==> config.mk <==
export PLATFORM = sky130hd
export DESIGN_NAME = pianoTiles
export DESIGN_NICKNAME = d
export VERILOG_FILES = /design/src/pianoTilesPkg.sv /design/src/gameControl.sv /design/src/pianoTiles.sv /design/src/pixelPlotter.sv /design/src/scoreDisplay.sv /design/src/tileSlot.sv /design/src/tileTimer.sv
export SDC_FILE = /design/constraint.sdc
export NUM_CORES = 1
export LEC_CHECK = 0
export BUFFER_PORTS_ARGS = -buffer_cell sky130_fd_sc_hd__buf_4
export CAP_MARGIN = 20
export CORE_UTILIZATION = 30
export CTS_CLUSTER_SIZE = 28
export DETAILED_ROUTE_END_ITERATION = 7
export HOLD_SLACK_MARGIN = 0.02
export PLACE_DENSITY = 0.42
export SYNTH_ARGS = -nofsm -noshare
export SYNTH_HDL_FRONTEND = slang
export SYNTH_HIERARCHICAL = 1
export SYNTH_SLANG_ARGS = --single-unit
==> constraint.sdc <==
create_clock -name CLOCK_50 -period 14.2 [get_ports CLOCK_50]
set_clock_uncertainty 0.2 [all_clocks]
set_input_delay 0.71 -clock CLOCK_50 [delete_from_list [all_inputs] [get_ports CLOCK_50]]
set_output_delay 0.71 -clock CLOCK_50 [all_outputs]
set_load 0.02 [all_outputs]
==> src/pianoTilesPkg.sv <==
`default_nettype none

package pianoTilesPkg;

	// Screen geometry in pixels
	localparam int SCREEN_W = 160;
	localparam int SCREEN_H = 120;
	localparam int COLUMN_W = 35;
	localparam int BORDER_W = 4;
	localparam int TILE_H = 30;

	// Lowest top row that still counts as a hit
	localparam int HIT_TOP = 90;
	// Red bottom row, tiles stop short of it
	localparam int LAST_ROW = 119;

	typedef logic [7:0] xCoord_t;
	typedef logic [6:0] yCoord_t;
	typedef logic [2:0] color_t;
	typedef logic [1:0] column_t;
	typedef logic [7:0] score_t;

	localparam color_t colorTiles = 3'b000;
	localparam color_t colorBackground = 3'b111;
	localparam color_t colorBoundary = 3'b100;
	localparam color_t colorBorder = 3'b010;
	localparam color_t colorGameOver = 3'b001;

	typedef enum logic [1:0] {
		sweepBackground = 2'd0,
		playing = 2'd1,
		sweepGameOver = 2'd2,
		waiting = 2'd3
	} phase_t;

	// One write into the frame buffer
	typedef struct packed {
		logic plot;
		xCoord_t x;
		yCoord_t y;
		color_t color;
	} pixelWrite_t;

	typedef struct packed {
		logic onScreen;
		column_t column;
		yCoord_t yTop;
		logic scored;
	} tileState_t;

	// Left edge of a lane: 4, 43, 82, 121
	function automatic xCoord_t columnX(input column_t column);
		return xCoord_t'(BORDER_W * (int'(column) + 1) + COLUMN_W * int'(column));
	endfunction

endpackage

`default_nettype wire

==> src/gameControl.sv <==
`timescale 1ns/100ps
`default_nettype none

module gameControl (
	input wire logic CLOCK_50,
	input wire logic rstN,
	input wire logic [3:0] KEY,
	input wire pianoTilesPkg::tileState_t tiles [4],
	input wire logic [3:0] leave,
	input wire logic sweepDone,
	input wire logic spawnTick,
	input wire pianoTilesPkg::column_t spawnColumn,
	output logic [3:0] spawn,
	output pianoTilesPkg::column_t slotColumn,
	output logic [3:0] markScored,
	output logic clearTiles,
	output pianoTilesPkg::phase_t phase,
	output pianoTilesPkg::score_t score
);

	logic [3:0] keySync1;
	logic [3:0] keySync2;
	logic [3:0] keyPrev;
	logic [3:0] keyFall;

	// Press per column, KEY[3] drives column 0
	logic [3:0] press;
	logic [3:0] markNext;
	logic [2:0] hitCount;
	logic missNext;
	logic found;
	logic [3:0] spawnNext;

	assign press = {keyFall[0], keyFall[1], keyFall[2], keyFall[3]};

	always_comb
	begin
		markNext = '0;
		hitCount = '0;
		missNext = 1'b0;
		found = 1'b0;
		for (int c = 0; c < 4; c++)
		begin
			found = 1'b0;
			for (int i = 0; i < 4; i++)
			begin
				if (press[c] && !found && tiles[i].onScreen
					&& tiles[i].column == pianoTilesPkg::column_t'(c)
					&& tiles[i].yTop >= pianoTilesPkg::HIT_TOP)
				begin
					found = 1'b1;
					markNext[i] = 1'b1;
					if (!tiles[i].scored)
						hitCount = hitCount + 1'b1;
				end
			end
			if (press[c] && !found)
				missNext = 1'b1;
		end
		// Tile fell off the bottom without being hit
		for (int i = 0; i < 4; i++)
		begin
			if (leave[i] && !tiles[i].scored)
				missNext = 1'b1;
		end
	end

	// Lowest free slot takes the next tile
	always_comb
	begin
		spawnNext = '0;
		for (int i = 3; i >= 0; i--)
		begin
			if (!tiles[i].onScreen)
				spawnNext = 4'(1 << i);
		end
	end

	always_ff @(posedge CLOCK_50 or negedge rstN)
	begin
		if (!rstN)
		begin
			keySync1 <= '1;
			keySync2 <= '1;
			keyPrev <= '1;
			keyFall <= '0;
			phase <= pianoTilesPkg::sweepBackground;
			score <= '0;
			spawn <= '0;
			slotColumn <= '0;
			markScored <= '0;
			clearTiles <= 1'b0;
		end
		else
		begin
			keySync1 <= KEY;
			keySync2 <= keySync1;
			keyPrev <= keySync2;
			keyFall <= keyPrev & ~keySync2;
			spawn <= '0;
			markScored <= '0;
			clearTiles <= 1'b0;

			case (phase)
				pianoTilesPkg::sweepBackground:
					if (sweepDone)
						phase <= pianoTilesPkg::playing;
				pianoTilesPkg::playing:
				begin
					markScored <= markNext;
					score <= score + pianoTilesPkg::score_t'(hitCount);
					if (missNext)
					begin
						phase <= pianoTilesPkg::sweepGameOver;
						clearTiles <= 1'b1;
					end
					else if (spawnTick)
					begin
						spawn <= spawnNext;
						slotColumn <= spawnColumn;
					end
				end
				pianoTilesPkg::sweepGameOver:
					if (sweepDone)
						phase <= pianoTilesPkg::waiting;
				default:
					if (|keyFall)
					begin
						phase <= pianoTilesPkg::sweepBackground;
						score <= '0;
					end
			endcase
		end
	end

endmodule

`default_nettype wire

==> src/pianoTiles.sv <==
`timescale 1ns/100ps
`default_nettype none

module pianoTiles #(
	parameter int STEP_CYCLES = 416666,
	parameter int SPAWN_CYCLES = 50000000
) (
	input wire logic CLOCK_50,
	input wire logic rstN,
	input wire logic [3:0] KEY,
	output pianoTilesPkg::pixelWrite_t pixel,
	output logic [6:0] hexOnes,
	output logic [6:0] hexTens
);

	logic stepTick;
	logic spawnTick;
	pianoTilesPkg::column_t spawnColumn;
	pianoTilesPkg::column_t slotColumn;
	logic [3:0] spawn;
	logic [3:0] markScored;
	logic clearTiles;
	pianoTilesPkg::phase_t phase;
	pianoTilesPkg::score_t score;
	logic sweepDone;

	// Per-slot state and row requests
	pianoTilesPkg::tileState_t tiles [4];
	logic [3:0] leave;
	logic [3:0] rowReq;
	pianoTilesPkg::yCoord_t rowY [4];
	logic [3:0] rowErase;
	logic [3:0] rowDone;

	tileTimer #(
		.STEP_CYCLES(STEP_CYCLES),
		.SPAWN_CYCLES(SPAWN_CYCLES)
	) timer (
		.CLOCK_50(CLOCK_50),
		.rstN(rstN),
		.playing(phase == pianoTilesPkg::playing),
		.stepTick(stepTick),
		.spawnTick(spawnTick),
		.spawnColumn(spawnColumn)
	);

	for (genvar i = 0; i < 4; i++)
	begin : slotGen
		tileSlot slot (
			.CLOCK_50(CLOCK_50), .rstN(rstN),
			.spawn(spawn[i]), .spawnColumn(slotColumn), .stepTick(stepTick),
			.markScored(markScored[i]), .clear(clearTiles),
			.state(tiles[i]), .leave(leave[i]),
			.rowReq(rowReq[i]), .rowY(rowY[i]), .rowErase(rowErase[i]), .rowDone(rowDone[i])
		);
	end

	gameControl control (
		.CLOCK_50(CLOCK_50), .rstN(rstN), .KEY(KEY),
		.tiles(tiles), .leave(leave), .sweepDone(sweepDone),
		.spawnTick(spawnTick), .spawnColumn(spawnColumn),
		.spawn(spawn), .slotColumn(slotColumn), .markScored(markScored),
		.clearTiles(clearTiles), .phase(phase), .score(score)
	);

	pixelPlotter plotter (
		.CLOCK_50(CLOCK_50), .rstN(rstN), .phase(phase), .tiles(tiles),
		.rowReq(rowReq), .rowY(rowY), .rowErase(rowErase), .rowDone(rowDone),
		.sweepDone(sweepDone), .pixel(pixel)
	);

	scoreDisplay display (
		.score(score),
		.hexOnes(hexOnes),
		.hexTens(hexTens)
	);

endmodule

`default_nettype wire

==> src/pixelPlotter.sv <==
`timescale 1ns/100ps
`default_nettype none

module pixelPlotter (
	input wire logic CLOCK_50,
	input wire logic rstN,
	input wire pianoTilesPkg::phase_t phase,
	input wire pianoTilesPkg::tileState_t tiles [4],
	input wire logic [3:0] rowReq,
	input wire pianoTilesPkg::yCoord_t rowY [4],
	input wire logic [3:0] rowErase,
	output logic [3:0] rowDone,
	output logic sweepDone,
	output pianoTilesPkg::pixelWrite_t pixel
);

	pianoTilesPkg::xCoord_t sweepX;
	pianoTilesPkg::yCoord_t sweepY;
	// Set once the current phase's sweep has been written
	logic sweepLatch;
	logic sweepActive;

	logic rowBusy;
	logic [1:0] rowIdx;
	logic [5:0] rowCount;
	pianoTilesPkg::xCoord_t rowBase;
	pianoTilesPkg::yCoord_t rowLine;
	pianoTilesPkg::color_t rowColor;

	logic [3:0] pending;
	logic [1:0] grantIdx;
	pianoTilesPkg::xCoord_t grantBase;

	function automatic pianoTilesPkg::color_t backgroundColor(
		input pianoTilesPkg::xCoord_t x, input pianoTilesPkg::yCoord_t y);
		logic border;
		border = 1'b0;
		for (int k = 0; k < 5; k++)
		begin
			if (int'(x) >= k * (pianoTilesPkg::COLUMN_W + pianoTilesPkg::BORDER_W)
				&& int'(x) < k * (pianoTilesPkg::COLUMN_W + pianoTilesPkg::BORDER_W)
				+ pianoTilesPkg::BORDER_W)
				border = 1'b1;
		end
		if (y == pianoTilesPkg::LAST_ROW)
			return pianoTilesPkg::colorBoundary;
		else if (border)
			return pianoTilesPkg::colorBorder;
		return pianoTilesPkg::colorBackground;
	endfunction

	assign sweepActive = !sweepLatch && (phase == pianoTilesPkg::sweepBackground
		|| phase == pianoTilesPkg::sweepGameOver);

	// A slot being answered this cycle still shows its old request
	assign pending = rowReq & ~rowDone;

	always_comb
	begin
		grantIdx = '0;
		for (int i = 3; i >= 0; i--)
		begin
			if (pending[i])
				grantIdx = 2'(i);
		end
	end

	assign grantBase = pianoTilesPkg::columnX(tiles[grantIdx].column);

	always_ff @(posedge CLOCK_50 or negedge rstN)
	begin
		if (!rstN)
		begin
			pixel <= '0;
			sweepX <= '0;
			sweepY <= '0;
			sweepLatch <= 1'b0;
			sweepDone <= 1'b0;
			rowBusy <= 1'b0;
			rowIdx <= '0;
			rowCount <= '0;
			rowBase <= '0;
			rowLine <= '0;
			rowColor <= '0;
			rowDone <= '0;
		end
		else
		begin
			pixel.plot <= 1'b0;
			rowDone <= '0;
			sweepDone <= 1'b0;
			if (phase == pianoTilesPkg::playing || phase == pianoTilesPkg::waiting)
				sweepLatch <= 1'b0;

			if (rowBusy)
			begin
				// Row in progress always finishes, even across game over
				pixel <= '{plot: 1'b1, x: rowBase + pianoTilesPkg::xCoord_t'(rowCount),
					y: rowLine, color: rowColor};
				rowCount <= rowCount + 1'b1;
				if (rowCount == 6'(pianoTilesPkg::COLUMN_W - 1))
				begin
					rowBusy <= 1'b0;
					rowDone[rowIdx] <= 1'b1;
				end
			end
			else if (sweepActive)
			begin
				pixel <= '{plot: 1'b1, x: sweepX, y: sweepY,
					color: (phase == pianoTilesPkg::sweepGameOver)
					? pianoTilesPkg::colorGameOver : backgroundColor(sweepX, sweepY)};
				if (sweepX == pianoTilesPkg::SCREEN_W - 1)
				begin
					sweepX <= '0;
					if (sweepY == pianoTilesPkg::SCREEN_H - 1)
					begin
						sweepY <= '0;
						sweepDone <= 1'b1;
						sweepLatch <= 1'b1;
					end
					else
						sweepY <= sweepY + 1'b1;
				end
				else
					sweepX <= sweepX + 1'b1;
			end
			else if (phase == pianoTilesPkg::playing && |pending)
			begin
				// First pixel goes out in the grant cycle
				rowBusy <= 1'b1;
				rowIdx <= grantIdx;
				rowCount <= 6'd1;
				rowBase <= grantBase;
				rowLine <= rowY[grantIdx];
				rowColor <= rowErase[grantIdx] ? pianoTilesPkg::colorBackground
					: pianoTilesPkg::colorTiles;
				pixel <= '{plot: 1'b1, x: grantBase, y: rowY[grantIdx],
					color: rowErase[grantIdx] ? pianoTilesPkg::colorBackground
					: pianoTilesPkg::colorTiles};
			end
		end
	end

endmodule

`default_nettype wire

==> src/scoreDisplay.sv <==
`timescale 1ns/100ps
`default_nettype none

module scoreDisplay (
	input wire pianoTilesPkg::score_t score,
	output logic [6:0] hexOnes,
	output logic [6:0] hexTens
);

	pianoTilesPkg::score_t tens;
	pianoTilesPkg::score_t ones;

	// Active-low segments, anything above 9 stays dark
	function automatic logic [6:0] sevenSeg(input pianoTilesPkg::score_t digit);
		case (digit)
			8'd0: return 7'b1000000;
			8'd1: return 7'b1111001;
			8'd2: return 7'b0100100;
			8'd3: return 7'b0110000;
			8'd4: return 7'b0011001;
			8'd5: return 7'b0010010;
			8'd6: return 7'b0000010;
			8'd7: return 7'b1111000;
			8'd8: return 7'b0000000;
			8'd9: return 7'b0010000;
			default: return 7'b1111111;
		endcase
	endfunction

	assign tens = score / 8'd10;
	assign ones = score % 8'd10;

	assign hexTens = sevenSeg(tens);
	assign hexOnes = sevenSeg(ones);

endmodule

`default_nettype wire

==> src/tileSlot.sv <==
`timescale 1ns/100ps
`default_nettype none

module tileSlot (
	input wire logic CLOCK_50,
	input wire logic rstN,
	input wire logic spawn,
	input wire pianoTilesPkg::column_t spawnColumn,
	input wire logic stepTick,
	input wire logic markScored,
	input wire logic clear,
	output pianoTilesPkg::tileState_t state,
	output logic leave,
	output logic rowReq,
	output pianoTilesPkg::yCoord_t rowY,
	output logic rowErase,
	input wire logic rowDone
);

	localparam int HEIGHT_W = $clog2(pianoTilesPkg::TILE_H + 1);

	pianoTilesPkg::tileState_t tile;
	logic [HEIGHT_W-1:0] height;
	// Bottom row still owed after the current erase
	logic drawPending;

	always_ff @(posedge CLOCK_50 or negedge rstN)
	begin
		if (!rstN)
		begin
			tile <= '0;
			height <= '0;
			drawPending <= 1'b0;
			leave <= 1'b0;
			rowReq <= 1'b0;
			rowY <= '0;
			rowErase <= 1'b0;
		end
		else
		begin
			leave <= 1'b0;
			if (clear)
			begin
				tile.onScreen <= 1'b0;
				tile.scored <= 1'b0;
				rowReq <= 1'b0;
				drawPending <= 1'b0;
			end
			else if (spawn)
			begin
				tile <= '{onScreen: 1'b1, column: spawnColumn, yTop: '0, scored: 1'b0};
				height <= '0;
				rowReq <= 1'b0;
				drawPending <= 1'b0;
			end
			else
			begin
				if (markScored)
					tile.scored <= 1'b1;

				if (rowReq)
				begin
					// Request held until the plotter is done, steps are dropped meanwhile
					if (rowDone && drawPending)
					begin
						rowY <= pianoTilesPkg::yCoord_t'(int'(tile.yTop) + pianoTilesPkg::TILE_H - 1);
						rowErase <= 1'b0;
						drawPending <= 1'b0;
					end
					else if (rowDone)
						rowReq <= 1'b0;
				end
				else if (tile.onScreen && tile.yTop == pianoTilesPkg::LAST_ROW)
				begin
					tile.onScreen <= 1'b0;
					leave <= 1'b1;
				end
				else if (tile.onScreen && stepTick)
				begin
					rowReq <= 1'b1;
					if (height < pianoTilesPkg::TILE_H)
					begin
						// Still growing in from the top edge
						rowY <= pianoTilesPkg::yCoord_t'(height);
						rowErase <= 1'b0;
						height <= height + 1'b1;
					end
					else
					begin
						rowY <= tile.yTop;
						rowErase <= 1'b1;
						tile.yTop <= tile.yTop + 1'b1;
						drawPending <= (int'(tile.yTop) + pianoTilesPkg::TILE_H
							< pianoTilesPkg::LAST_ROW);
					end
				end
			end
		end
	end

	assign state = tile;

endmodule

`default_nettype wire

==> src/tileTimer.sv <==
`timescale 1ns/100ps
`default_nettype none

module tileTimer #(
	parameter int STEP_CYCLES = 416666,
	parameter int SPAWN_CYCLES = 50000000
) (
	input wire logic CLOCK_50,
	input wire logic rstN,
	input wire logic playing,
	output logic stepTick,
	output logic spawnTick,
	output pianoTilesPkg::column_t spawnColumn
);

	localparam int STEP_W = $clog2(STEP_CYCLES);
	localparam int SPAWN_W = $clog2(SPAWN_CYCLES);

	logic [STEP_W-1:0] stepCount;
	logic [SPAWN_W-1:0] spawnCount;
	logic [23:0] lfsr;

	// Both periods restart whenever the game is not running
	always_ff @(posedge CLOCK_50 or negedge rstN)
	begin
		if (!rstN)
		begin
			stepCount <= '0;
			spawnCount <= '0;
			stepTick <= 1'b0;
			spawnTick <= 1'b0;
		end
		else if (!playing)
		begin
			stepCount <= '0;
			spawnCount <= '0;
			stepTick <= 1'b0;
			spawnTick <= 1'b0;
		end
		else
		begin
			stepTick <= (stepCount == STEP_W'(STEP_CYCLES - 1));
			spawnTick <= (spawnCount == SPAWN_W'(SPAWN_CYCLES - 1));
			if (stepCount == STEP_W'(STEP_CYCLES - 1))
				stepCount <= '0;
			else
				stepCount <= stepCount + 1'b1;
			if (spawnCount == SPAWN_W'(SPAWN_CYCLES - 1))
				spawnCount <= '0;
			else
				spawnCount <= spawnCount + 1'b1;
		end
	end

	// Free-running column picker, taps 24 23 18 17
	always_ff @(posedge CLOCK_50 or negedge rstN)
	begin
		if (!rstN)
			lfsr <= 24'h800001;
		else
			lfsr <= {lfsr[22:0], lfsr[23] ^ lfsr[22] ^ lfsr[17] ^ lfsr[16]};
	end

	assign spawnColumn = lfsr[1:0];

endmodule

`default_nettype wire
# == Yosys cells after proc, flatten, opt, wreduce, memory -nomap -nowiden ==
# Memory sizes are Yosys's and may differ from the RTL's.
# Cells that the tools add are included.
# totals
reg_bits,283
latchBits,0
mem_bits_rw,0
mem_bits_ro,224
in_bits,6
output_inout_bits,33
wordCells,721
n_memories,2
# classes
add_sub_neg,40
n_mul,1
div,2
n_lt_le_gt_ge,25
n_eq_ne,64
shifts,0
mux,321
n_bitwise,17
n_reduce_logical,179
# mem_list
memory,words,word_bits,rd,rd_clocked_by_memory_dff,write_ports,line,rtl
(name not given),16,7,1,0,0,scoreDisplay.sv:15,case (digit)
(name not given),16,7,1,0,0,scoreDisplay.sv:15,
# ops
op,n
$mux W7,41
$mux W1,183
$mux W3,35
$mux W5,20
$mux W19,5
$logic_and A1 B1 Y1,87
$reduce_and A5 Y1,12
$mux W26,2
$lt A8 B7 Y1 const B,6
$mux W8,6
$add A3 B1 Y3 const B,14
$mux W4,10
$ne A2 B1 Y1 const B,19
$add A7 B1 Y7 const B,5
$eq A7 B7 Y1 const B,5
$add A7 B5 Y8 const B,4
$ne A4 B1 Y1 const B,8
$ge A7 B7 Y1 const B,4
$reduce_bool A2 Y1,14
$sub A7 B2 Y7 const B,4
$reduce_bool A3 Y1,9
$add A26 B1 Y26 const B,1
$eq A26 B26 Y1 const B,1
$bmux W11 S2,1
other kinds (53),153

# == Depth between registers and ports, before layout ==
# Gate-level depths: netlist of the first run.
# logic_depth
depth_word,60
mapped_depth,47
depth_no_buf,46

# == By module ==
# The synthesis of the first run kept the hierarchy.
# by_module_without_submodules
mod,instances,cells_per_inst,area_each_um2,seq_area_each_um2
tileSlot,4,188,1726.7,675.6
pixelPlotter,1,411,3777.4,1626.6
gameControl,1,359,3359.5,940.9
tileTimer,1,276,3055.4,1779.2
scoreDisplay,1,174,1143.6,0.0
pianoTiles,1,1,13.8,0.0

# == Worst setup path before layout of the first run ==
# Ideal clock, no wire load.
# synth_path
path_kind,reg-to-reg
from,register slotGen[0].slot.tile (netlist bit slotGen[0].slot/state[10])
to,register control.score[5]
setup_ns,0.064
arrival_ns,8.748
required_ns,13.936
path_slack_ns,5.188
path_stages_with_launch,45
n_path_buf,0
period_less_slack_ns,9.012
cell_sequence,dfrtp_1 -> and2_4 -> o211ai_2 -> nor3_1 -> ha_1 -> a21o_1 -> ha_1 -> nand4_1 -> or2b_1 -> a21oi_1 -> ha_1 -> nor2b_1 -> nand4_1 -> a31oi_2 -> xor2_1 -> ha_1 -> a32o_1 -> o311ai_1 -> [... 9 more ...] -> ha_1 -> nand2_1 -> and3b_2 -> mux2i_1 -> nand2_1 -> ha_1 -> nor2_1 -> a31oi_1 -> ha_1 -> a21oi_1 -> xnor2_1 -> xnor2_1 -> xnor2_1 -> ha_1 -> a21oi_1 -> or4_1 -> a21oi_1 -> a21o_1
# synth_between
elab_chain_len,60
elab_cells_between_ends,132
classes_between,16 x add/sub; 44 x mux; 72 x reduce/logical
# synth_lines
item,line,rtl
from (decl),tileSlot.sv:22,pianoTilesPkg::tileState_t tile;
from (signal assigned),tileSlot.sv:51,"tile <= '{onScreen: 1'b1, column: spawnColumn, yTop: '0, scored: 1'b0};"
"parallel branches: the longest is 57 deep, another holds $add A3 B1 Y3",-,
$mux W3 *,gameControl.sv:47,if (press[c] && !found && tiles[i].onScreen
$add A8 B3 Y8 *,gameControl.sv:111,score <= score + pianoTilesPkg::score_t'(hitCount);
$pmux W8 S2 *,gameControl.sv:104,case (phase)
to (signal assigned),gameControl.sv:111,
to (decl),gameControl.sv:18,output pianoTilesPkg::score_t score
# Every way passes the cells marked *.
# A chain may end at the register's enable or synchronous reset.

# == Final worst setup path of the first run ==
# layout_path
from,register slotGen[0].slot.tile (netlist bit slotGen[0].slot/state[7])
to,register control.score[7]
# layout_between
elab_chain_len,59
elab_cells_between_ends,125
classes_between,16 x add/sub; 1 x order compare; 44 x mux; 64 x reduce/logical
# layout_lines
item,line,rtl
$ge A7 B7 Y1 *,gameControl.sv:49,&& tiles[i].yTop >= pianoTilesPkg::HIT_TOP)
"parallel branches: the longest is 55 deep, another holds $add A3 B1 Y3",-,
$mux W3 *,gameControl.sv:47,
$add A8 B3 Y8 *,gameControl.sv:111,
$pmux W8 S2 *,gameControl.sv:104,
# Marks and branches as above.

==> reports/summary.txt, run 1 <==
crit-path max FO -> 10
gr ovfl total -> 0
DIE AREA -> 61800 µm²
Final min period -> 10.08 ns
Synth-to-Final Area Change -> 11.5%
Yosys reg bits -> 281
Avg WL per Cell -> 18.3 µm
Final period util -> 71.0%
Final Hold Fails -> 8
Synth cell types -> 133
DR pass1 iterations -> 5
post-route cell area -> 20400 µm²
# hold bufs at CTS -> 0
slew at the pin with the worst max-slew slack -> 1.04 ns
final hold slack -> -0.0385 ns
Resize count post-CTS -> 0
Core Region -> 60200 µm²
cell with the most instances after synthesis -> dfrtp_1
Reg2Reg Capture Point -> control/score[7]
XOR/XNOR Fraction of Synth Area -> 5.00%
RR Startpoint -> slotGen[0].slot/state[7]
status -> complete, but fails checks
most frequent cells after synthesis -> dfrtp_1 (267), nand2_1 (209), nor2_1 (149)
CTS root buffer -> clkbuf_16
layout cells sized above 1 -> 13.4%
Total Wirelength -> 50900 µm
Setup violations, final -> 0
DP HPWL -> 36400 µm
Crit. End Element -> register
mux share of post-synthesis cell area -> 2.67%
post-route ant nets -> 0
Synth top area share -> 36.6%
R2R depth -> 44
Largest stage delay, worst path -> 0.59 ns
slowest CP cell -> dfrtp_1
peak supply drop -> 0.0643 mV
asr flop ratio synth -> 100%
Cells after Synth -> 1973
RSZ-0062 raised after global routing -> no
ANT cells -> 0
Detailed Route Iter0 Violations -> 899
routed vias/inst -> 5.36
Worst EP arrival -> 10.35 ns
Mean Syn Cell Area -> 9.25 µm²
Adder-Cell Fraction of Synth Area -> 5.98%
Synth Area in Simple Gates -> 22.6%
pin count of the biggest net entering global routing -> 98
Max Slew Vio Count -> 0
initial antenna violation count -> 0
Area contributors post-synth -> dfrtp_1 (37%), ha_1 (5.8%), nand2_1 (4.3%)
ys flop type -> dfrtp_1
placed cell area -> 19100 µm²
Pwr per Cell Area -> 87.4 nW/µm²
leakage dissipation -> 8.65 nW
Post-Syn Area -> 18300 µm²
GRT Util Overall -> 16.4%
number of global-route vias before repair -> 14.5k
PortBufs -> 38
clk_lat worst skew -> 0.56 ns
CTS tree -> yes
Ys Warns -> 6
Setup crit start kind -> register
clk slew on worst S/H paths -> 0.06 ns
critical path's most frequent cell -> ha_1
DIE WIDTH -> 249 µm
count of nets after finishing -> 2067
die height -> 249 µm
clock buffer count from CTS -> 37
largest family of logic cells by synthesized area -> simple AND/OR/NAND/NOR gates
Fmax achieved -> 0.0992 GHz
Vias -> 14.9k
clock buffer depth -> 3
H-tree depth -> 2
WS Path Type -> register to register
top cell type by total area after synthesis -> dfrtp_1
Setup TNS -> 0 ns
Sink Count -> 281
Initial Util -> 30.3%
Data required, critical path -> 14.48 ns
Synth Area in Compound Gates -> 20.6%
Post-synth EDFFs -> 0
GPL Wtd Cong -> 0.873
failing checks -> hold timing
Syn Nets -> 2065
reg2reg setup slack -> 4.12 ns
# Max-Cap Violations -> 0
register area share after synthesis -> 38.6%
wire length of the first global-routing pass -> 82300 µm
slew margin rel. -> 30.5%
Cell Rows -> 90
I/O pin cnt -> 39
Post-CTS Setup Inserts -> 0
DRC viols -> 0
HP Class -> input port to asynchronous set/reset pin
per-layer routing:
| metal | vias up | global-route usage (%) | part of all wire (%) |
|---|---|---|---|
| met5 | - | 0 | 0 |
| li1 | 7259 | - | - |
| met4 | 0 | 4.05 | 1.7 |
| met3 | 50 | 2.18 | 3.5 |
| met1 | 7365 | 23.8 | 50 |
| met2 | 248 | 25.6 | 45 |
registers in the layout, indices dropped and copies added (netlist names), 6 cells and up:
signal	flops
control/score	8
plotter/pixel	19
plotter/rowBase	8
plotter/rowCount	6
plotter/rowLine	7
plotter/sweepX	8
plotter/sweepY	7
slotGen.slot/height	20
slotGen.slot/rowY	28
slotGen.slot/state	44
timer/lfsr	24
timer/spawnCount	26
timer/stepCount	19
critical path: cells and delay by family, from the launching register on:
kind / cells / cell delay [ns]
AOI/OAI and AO/OA: 17 / 3.26
xor gates and xnor gates: 4 / 0.53
adders and majority gates: 9 / 2.41
DFF: 1 / 0.59
muxes: 2 / 0.57
and+or+nand+nor: 12 / 2.47
cell usage in the layout (no fill, tap or decap), drive strengths merged, types with 10 or more instances in the layout:
master   count
a221o       10
nor2       154
a22oi       19
clkbuf      45
dfrtp      267
o31ai       24
a31oi       29
o22ai       12
o21ai      161
mux2i       22
xor2        26
nor3b       15
nand2      214
mux2        13
dfstp       14
a21boi      10
nor4        18
nand2b      18
o211ai      18
or2         14
nor3        50
a21o        22
nand3       70
o2111ai     14
a21oi      108
or3         23
and3        22
clkinv      18
xnor2       73
nor2b       29
buf         47
inv         91
and4        11
ha          84
nand4       48
or4         19
metrics by stage:
| stage | worst slack, ns | util (%) | total power, mW | hold WS [ns] | std cells |
|---|---|---|---|---|---|
| final | 4.12 | 33.8 | 1.78 | -0.0385 | 2785 |
| after global routing | 3.22 | 33.8 | 1.86 | 0.0567 | 2785 |
| after CTS | 4.09 | 33.8 | 1.82 | 0.0281 | 2785 |
| after detailed placement | 4.13 | 31.7 | 0.846 | 0.137 | 2718 |
| after global placement | 4.33 | 31.7 | 0.845 | 0.132 | 2717 |
| after floorplan | 5.19 | - | 0.824 | 0.131 | 1973 |
power by group:
| group | internal [mW] | switching [mW] | leakage [nW] |
|---|---|---|---|
| clock | 0.566 | 0.384 | 0.610 |
| sequential | 0.805 | 0.00202 | 3.83 |
| combinational | 0.00362 | 0.0190 | 4.22 |
| total | 1.37 | 0.405 | 8.65 |
cell type report:
| class | count | area [µm²] |
|---|---|---|
| multi-input combinational | 1514 | 10400 |
| timing repair buffer | 47 | 358 |
| sequential | 281 | 7050 |
| tap | 782 | 978 |
| clock buffer | 45 | 1050 |
| fill | 6192 | 39900 |
| clock inverter | 22 | 190 |
| inverter | 94 | 353 |
worst max-delay path by stage:
stage,startpoint,slack (ns),endpoint,depth (start not counted)
6_report,slotGen[0].slot/state[7],4.12,control/score[7],44
5_1_grt,slotGen[0].slot/state[7],3.22,control/score[6],45
4_1_cts,slotGen[0].slot/state[7],4.09,control/score[7],44
3_5_place_dp,slotGen[0].slot/state[7],4.13,control/score[7],44
3_3_place_gp,slotGen[0].slot/state[7],4.33,control/score[5],44
2_1_floorplan,slotGen[0].slot/state[10],5.19,control/score[5],44
cell families (layout without fill, tap and decap cells):
group           count (synthesis)  after routing
simple gates                  753            753
compound gates                536            536
flops                         281            281
buf+inv                       178            208
xor+xnor                       99             99
fa+ha+maj                      86             86
mux                            40             40
Power figures use the tool's default switching activity.
==> run 2: changes to the inputs <==
==> constraint.sdc (replaced) <==
create_clock -name CLOCK_50 -period 10.4 [get_ports CLOCK_50]
set_clock_uncertainty 0.2 [all_clocks]
set_input_delay 0.52 -clock CLOCK_50 [delete_from_list [all_inputs] [get_ports CLOCK_50]]
set_output_delay 0.52 -clock CLOCK_50 [all_outputs]
set_load 0.02 [all_outputs]
==> run 2 against run 1 <==
Against the previous run:
- the flow now finishes without violations
- combinational power up 44%
- flip-flop and latch count stayed put
- final cell count grew 0.43%
- via count rose by 0.82%
- die area unchanged
- non-clock buffer count increased by 13
- worst hold slack improved by 0.18 ns
- clock power grew 38%
- first-iteration DRC count up 22%
- clock-buffer cell count grew 7
- critical endpoint unchanged
==> reports/summary.txt, run 2 (synthesis gave the netlist of run 1 again) <==
Initial Util -> 30.3% (unchanged)
gr ovfl total -> 0 (unchanged)
clk_lat worst skew -> 0.55 ns (about the same)
Largest register FFs -> 44 (unchanged)
count of nets after finishing -> 2080 (+0.63%)
Place WS -> 0.259 ns (-3.87 ns)
DIE WIDTH -> 249 µm (unchanged)
wire length of the first global-routing pass -> 82900 µm (+0.78%)
layout cells sized above 1 -> 13.5% (+0.17 points)
number of global-route vias before repair -> 14.4k (-0.64%)
Overall Power -> 2.45 mW (+38%)
Fmax achieved -> 0.104 GHz (+4.7%)
GRT Util Overall -> 16.5% (+0.093 points)
status -> complete, no violations
slowest CP cell -> or4_1
slew at the pin with the worst max-slew slack -> 0.941 ns (-0.102 ns)
ANT cells -> 0 (unchanged)
Crit. End Element -> register
placed cell area -> 19100 µm² (+0.12%)
final hold slack -> 0.140 ns (+0.178 ns)
pin count of the biggest net entering global routing -> 93 (-5.1%)
Detailed Route Iter0 Violations -> 1098 (+22%)
met2 Track Usage GR -> 25.3% (-0.28 points)
crit-path max FO -> 10 (unchanged)
clock buffer depth -> 3 (unchanged)
Cell Rows -> 90 (unchanged)
routed vias/inst -> 5.38 (+0.39%)
commonest non-fill, non-tap cell in the layout -> dfrtp_1
Data required, critical path -> 10.67 ns (-3.81 ns)
Setup violations, final -> 0 (unchanged)
Avg WL per Cell -> 18.3 µm (+0.23%)
post-route ant nets -> 0 (unchanged)
clk slew on worst S/H paths -> 0.06 ns (about the same)
CTS tree -> yes
Pwr per Cell Area -> 119 nW/µm² (+37%)
Final Util -> 34.0% (+0.24 points)
Worst EP arrival -> 9.89 ns (-0.46 ns)
CTS root buffer -> clkbuf_16
grt met1 use -> 23.9% (+0.12 points)
initial antenna violation count -> 0 (unchanged)
most frequent cells in the layout -> dfrtp_1 (262), nand2_1 (209), nor2_1 (149)
Total Wirelength -> 51200 µm (+0.66%)
DP HPWL -> 36500 µm (+0.21%)
Final period util -> 92.5% (+22 points)
GRT Max-Usage Layer -> met2
Final Hold Fails -> 0 (-8)
WS Path Type -> register to register
GR Layer Usage met3 -> 2.20% (+0.021 points)
critical path's most frequent cell -> ha_1
HP Class -> register to register
Core Region -> 60200 µm² (unchanged)
die height -> 249 µm (unchanged)
Setup crit start kind -> register
# Max-Cap Violations -> 0 (unchanged)
Vias -> 15.0k (+0.82%)
post-route cell area -> 20500 µm² (+0.70%)
RSZ-0062 raised after global routing -> no
leakage dissipation -> 8.71 nW (+0.63%)
Final WS setup -> 0.778 ns (-3.34 ns)
Sink Count -> 281 (unchanged)
Final min period -> 9.62 ns (-0.457 ns)
DP Cell Count -> 2721 (+0.11%)
Largest stage delay, worst path -> 0.50 ns (-0.09 ns)
DRC viols -> 0 (unchanged)
Synth-to-Final Area Change -> 12.3%
slew margin rel. -> 37.3% (+6.8 points)
Max Slew Vio Count -> 0 (unchanged)
GPL Wtd Cong -> 0.853 (-2.3%)
I/O pin cnt -> 39 (unchanged)
DR pass1 iterations -> 5 (unchanged)
peak supply drop -> 0.0886 mV (+38%)
Setup TNS -> 0 ns (unchanged)
DIE AREA -> 61800 µm² (unchanged)
clock buffer count from CTS -> 37 (unchanged)
H-tree depth -> 2 (unchanged)
final cell count without fillers -> 2797 (+0.43%)
PortBufs -> 38 (unchanged)
-- run 2: cell types whose count changed in the layout (fill, tap and decap cells not counted), sizes merged --
cell / previous run / this run
buf: 47 / 55
clkinvlp: 5 / 1
dlygate4sd3: 0 / 5
clkinv: 18 / 12
clkbuf: 45 / 52
bufinv: 2 / 4
-- run 2: worst max-delay path: cells and delay by family (launching register included) --
kind | cells | cell delay, ns
AO/OA/AOI/OAI | 18 | 3.06
adder cells (fa/ha/maj) | 9 | 2.57
AND/OR/NAND/NOR | 12 | 2.07
XOR/XNOR | 4 | 0.57
flip-flops | 1 | 0.47
multiplexers | 2 | 0.42
buffers and inverters | 1 | 0.20
-- run 2: area by class of cell --
type | instances | area [µm²]
Inverter | 94 | 353
Clock buffer | 52 | 1040
Sequential cell | 281 | 7060
Clock inverter | 14 | 188
Tap cell | 782 | 978
Timing Repair Buffer | 60 | 472
Multi-Input combinational cell | 1514 | 10400
Fill cell | 6114 | 39700
-- run 2: metal layers --
layer | vias to the layer above | routed length, µm
li1 | 7286 | -
met1 | 7432 | 25400
met2 | 253 | 22900
met3 | 73 | 1730
met4 | 0 | 1200
met5 | - | 0
-- run 2: worst paths after layout --
path	depth (start not counted)	start	slack [ns]	endpoint
worst max-delay path	46	slotGen[0].slot/state[3]	0.78	control/score[7]
worst min-delay path	0	timer/lfsr[20]	0.14	timer/lfsr[21]
worst max register to register	46	slotGen[0].slot/state[3]	0.78	control/score[7]
worst min register to register	0	timer/lfsr[20]	0.14	timer/lfsr[21]
max in group asynchronous	4	rstN	7.34	slotGen[0].slot/rowY[6]
min in group asynchronous	2	rstN	0.43	control/keyFall[0]
-- run 2: report_power, final --
part,total [mW],switching [mW],internal (mW)
registers,1.10,0.00274,1.10
clock network,1.31,0.512,0.801
logic,0.0328,0.0267,0.00612
-- run 2: timing repair --
action / in CTS / in global routing
buffers inserted: 0 / 4
resized for setup: 0 / 10
hold buffers: 5 / 0
hold endpoints to repair: 94 / 0
endpoints found under the setup margin: 0 / 6
==> run 3: changes to the inputs <==
--- a/config.mk
+++ b/config.mk
@@ -10,7 +10,6 @@
 export CORE_UTILIZATION = 30
 export CTS_CLUSTER_SIZE = 28
 export DETAILED_ROUTE_END_ITERATION = 7
-export HOLD_SLACK_MARGIN = 0.02
 export PLACE_DENSITY = 0.42
 export SYNTH_ARGS = -nofsm -noshare
 export SYNTH_HDL_FRONTEND = slang
==> constraint.sdc (replaced) <==
create_clock -name CLOCK_50 -period 10.4 [get_ports CLOCK_50]
set_clock_uncertainty 0.2 [all_clocks]
set_input_delay 0 -clock CLOCK_50 [delete_from_list [all_inputs] [get_ports CLOCK_50]]
set_output_delay 0 -clock CLOCK_50 [all_outputs]
set_load 0.02 [all_outputs]
==> run 3 against run 2 <==
Against the previous run:
- combinational power up 10%
- cell area up 0.38%
- global-route usage grew 0.052 points
- non-clock buffer count increased by 6
- first-iteration DRC count is 7.4% lower
- total power about the same
- critical path type unchanged
- final cell count rose by 0.21%
- register-to-register slack worse by 0.03 ns
==> reports/summary.txt, run 3 (synthesis gave the netlist of run 1 again) <==
status -> complete, no violations
layout cells sized above 1 -> 13.6% (about the same)
Setup TNS -> 0 ns (unchanged)
leakage dissipation -> 8.74 nW (+0.39%)
number of global-route vias before repair -> 14.4k (+0.049%)
Largest stage delay, worst path -> 0.50 ns (about the same)
routed vias/inst -> 5.37 (about the same)
Final Hold Fails -> 0 (unchanged)
DIE WIDTH -> 249 µm (unchanged)
crit-path max FO -> 10 (unchanged)
Pwr per Cell Area -> 119 nW/µm² (-0.28%)
fill count -> 6110 (-0.065%)
critical path's most frequent cell -> ha_1
initial antenna violation count -> 0 (unchanged)
WS Path Type -> register to register
I/O pin cnt -> 39 (unchanged)
clock buffer count from CTS -> 37 (unchanged)
# Max-Cap Violations -> 0 (unchanged)
GRT Util Overall -> 16.5% (+0.052 points)
pin count of the biggest net entering global routing -> 91 (-2.2%)
Crit. End Element -> register
wire length of the first global-routing pass -> 83100 µm (+0.22%)
crit-path leading delay family -> compound AO/OA/AOI/OAI gates
gr ovfl total -> 0 (unchanged)
Final period util -> 92.8% (+0.26 points)
CP bufs+invs -> 1 (unchanged)
post-route ant nets -> 0 (unchanged)
Detailed Route Iter0 Violations -> 1017 (-7.4%)
Data required, critical path -> 10.67 ns (about the same)
grt met1 use -> 24.0% (+0.086 points)
HP Class -> register to register
CTS root buffer -> clkbuf_16
final cell count without fillers -> 2803 (+0.21%)
Fmax achieved -> 0.104 GHz (-0.28%)
DP HPWL -> 36500 µm (unchanged)
met2 Track Usage GR -> 25.2% (-0.11 points)
clk_lat worst skew -> 0.55 ns (about the same)
CTS tree -> yes
slew margin rel. -> 36.0% (-1.2 points)
GRT Max-Usage Layer -> met2
RSZ-0062 raised after global routing -> no
GR Layer Usage met3 -> 2.19% (-0.010 points)
clock buffer depth -> 3 (unchanged)
P_int -> 1.91 mW (+0.12%)
Max Slew Vio Count -> 0 (unchanged)
H-tree depth -> 2 (unchanged)
die height -> 249 µm (unchanged)
Synth-to-Final Area Change -> 12.7%
Comb pwr share -> 1.5% (+0.2 points)
Final min period -> 9.65 ns (+0.0268 ns)
commonest non-fill, non-tap cell in the layout -> dfrtp_1
Avg WL per Cell -> 18.3 µm (+0.13%)
Total Wirelength -> 51400 µm (+0.35%)
DR pass1 iterations -> 7 (+2)
DP Cell Count -> 2721 (unchanged)
DRC viols -> 0 (unchanged)
net switching power -> 0.542 mW (about the same)
sequential cell fraction of total power -> 45.0% (about the same)
Worst EP arrival -> 9.92 ns (+0.03 ns)
Vias -> 15.1k (+0.13%)
most frequent cells in the layout -> dfrtp_1 (262), nand2_1 (209), nor2_1 (149)
peak supply drop -> 0.0875 mV (-1.2%)
slew at the pin with the worst max-slew slack -> 0.959 ns (+0.0182 ns)
ANT cells -> 0 (unchanged)
count of nets after finishing -> 2086 (+0.29%)
clk slew on worst S/H paths -> 0.06 ns (about the same)
Sink Count -> 281 (unchanged)
Clock Power Share -> 53.6% (about the same)
Cell Rows -> 90 (unchanged)
PortBufs -> 38 (unchanged)
Setup violations, final -> 0 (unchanged)
GPL Wtd Cong -> 0.853 (unchanged)
DIE AREA -> 61800 µm² (unchanged)
slowest CP cell -> or4_1
Setup crit start kind -> register
Core Region -> 60200 µm² (unchanged)
Initial Util -> 30.3% (unchanged)
Largest register FFs -> 44 (unchanged)
Sw Share -> 22.1% (about the same)
run 3: path summary, 6_finish.rpt:
kind                                     startpoint  cells after the start  slack, ns                       to
min in group asynchronous                      rstN                      4       0.50         control/score[0]
min reg2reg                          timer/lfsr[20]                      0       0.14           timer/lfsr[21]
max reg2reg                slotGen[0].slot/state[3]                     46       0.75         control/score[7]
max in group asynchronous                      rstN                      5       7.88  slotGen[0].slot/rowY[6]
min                                  timer/lfsr[20]                      0       0.14           timer/lfsr[21]
max                        slotGen[0].slot/state[3]                     46       0.75         control/score[7]
run 3: metal layers:
metal	up-vias	part of all wire, %
li1	7290	-
met1	7446	50
met2	256	44
met3	71	3.3
met4	0	2.7
met5	-	0
run 3: repair_timing:
item,CTS,global route
setup buffers,0,4
setup endpoints to repair,0,6
hold endpoints to repair,94,0
hold buffers,11,0
resized for setup,0,10
run 3: layout make-up:
class | count | area [µm²] | area share [%]
clock inverter | 14 | 188 | 0.912
sequential | 281 | 7060 | 34.3
multi-input combinational | 1514 | 10400 | 50.6
tap | 782 | 978 | 4.75
timing repair buffer | 66 | 549 | 2.67
clock buffer | 52 | 1040 | 5.07
inverter | 94 | 353 | 1.71
run 3: metrics by stage:
stage | util [%] | power (mW) | setup WS (ns) | hold WS [ns] | instance area, µm²
3_5_place_dp | 31.8 | 1.15 | 0.259 | -0.0883 | 19100
6_report | 34.2 | 2.45 | 0.752 | 0.139 | 20600
3_3_place_gp | 31.8 | 1.16 | 0.500 | -0.0891 | 19100
4_1_cts | 34.0 | 2.51 | 0.216 | 0.144 | 20500
2_1_floorplan | - | 1.12 | 1.39 | -0.496 | 18300
5_1_grt | 34.2 | 2.55 | 0.0126 | 0.145 | 20600
run 3: worst register-to-register path: cells and delay by family, from the launching register on:
family          cells  cell delay [ns]
compound gates     18             3.09
xor+xnor            4             0.57
fa+ha+maj           9             2.56
buf+inv             1             0.20
flops               1             0.47
mux                 2             0.43
simple gates       12             2.07
run 3: power by group through the flow:
| stage | sequential [mW] | clock, mW | combinational [mW] |
|---|---|---|---|
| global route | 1.10 | 1.41 | 0.0423 |
| finish | 1.10 | 1.31 | 0.0362 |
| floorplan | 1.12 | 0 | 0.00503 |
| detailed placement | 1.12 | 0 | 0.0341 |
| global placement | 1.12 | 0 | 0.0345 |
| CTS | 1.10 | 1.37 | 0.0387 |
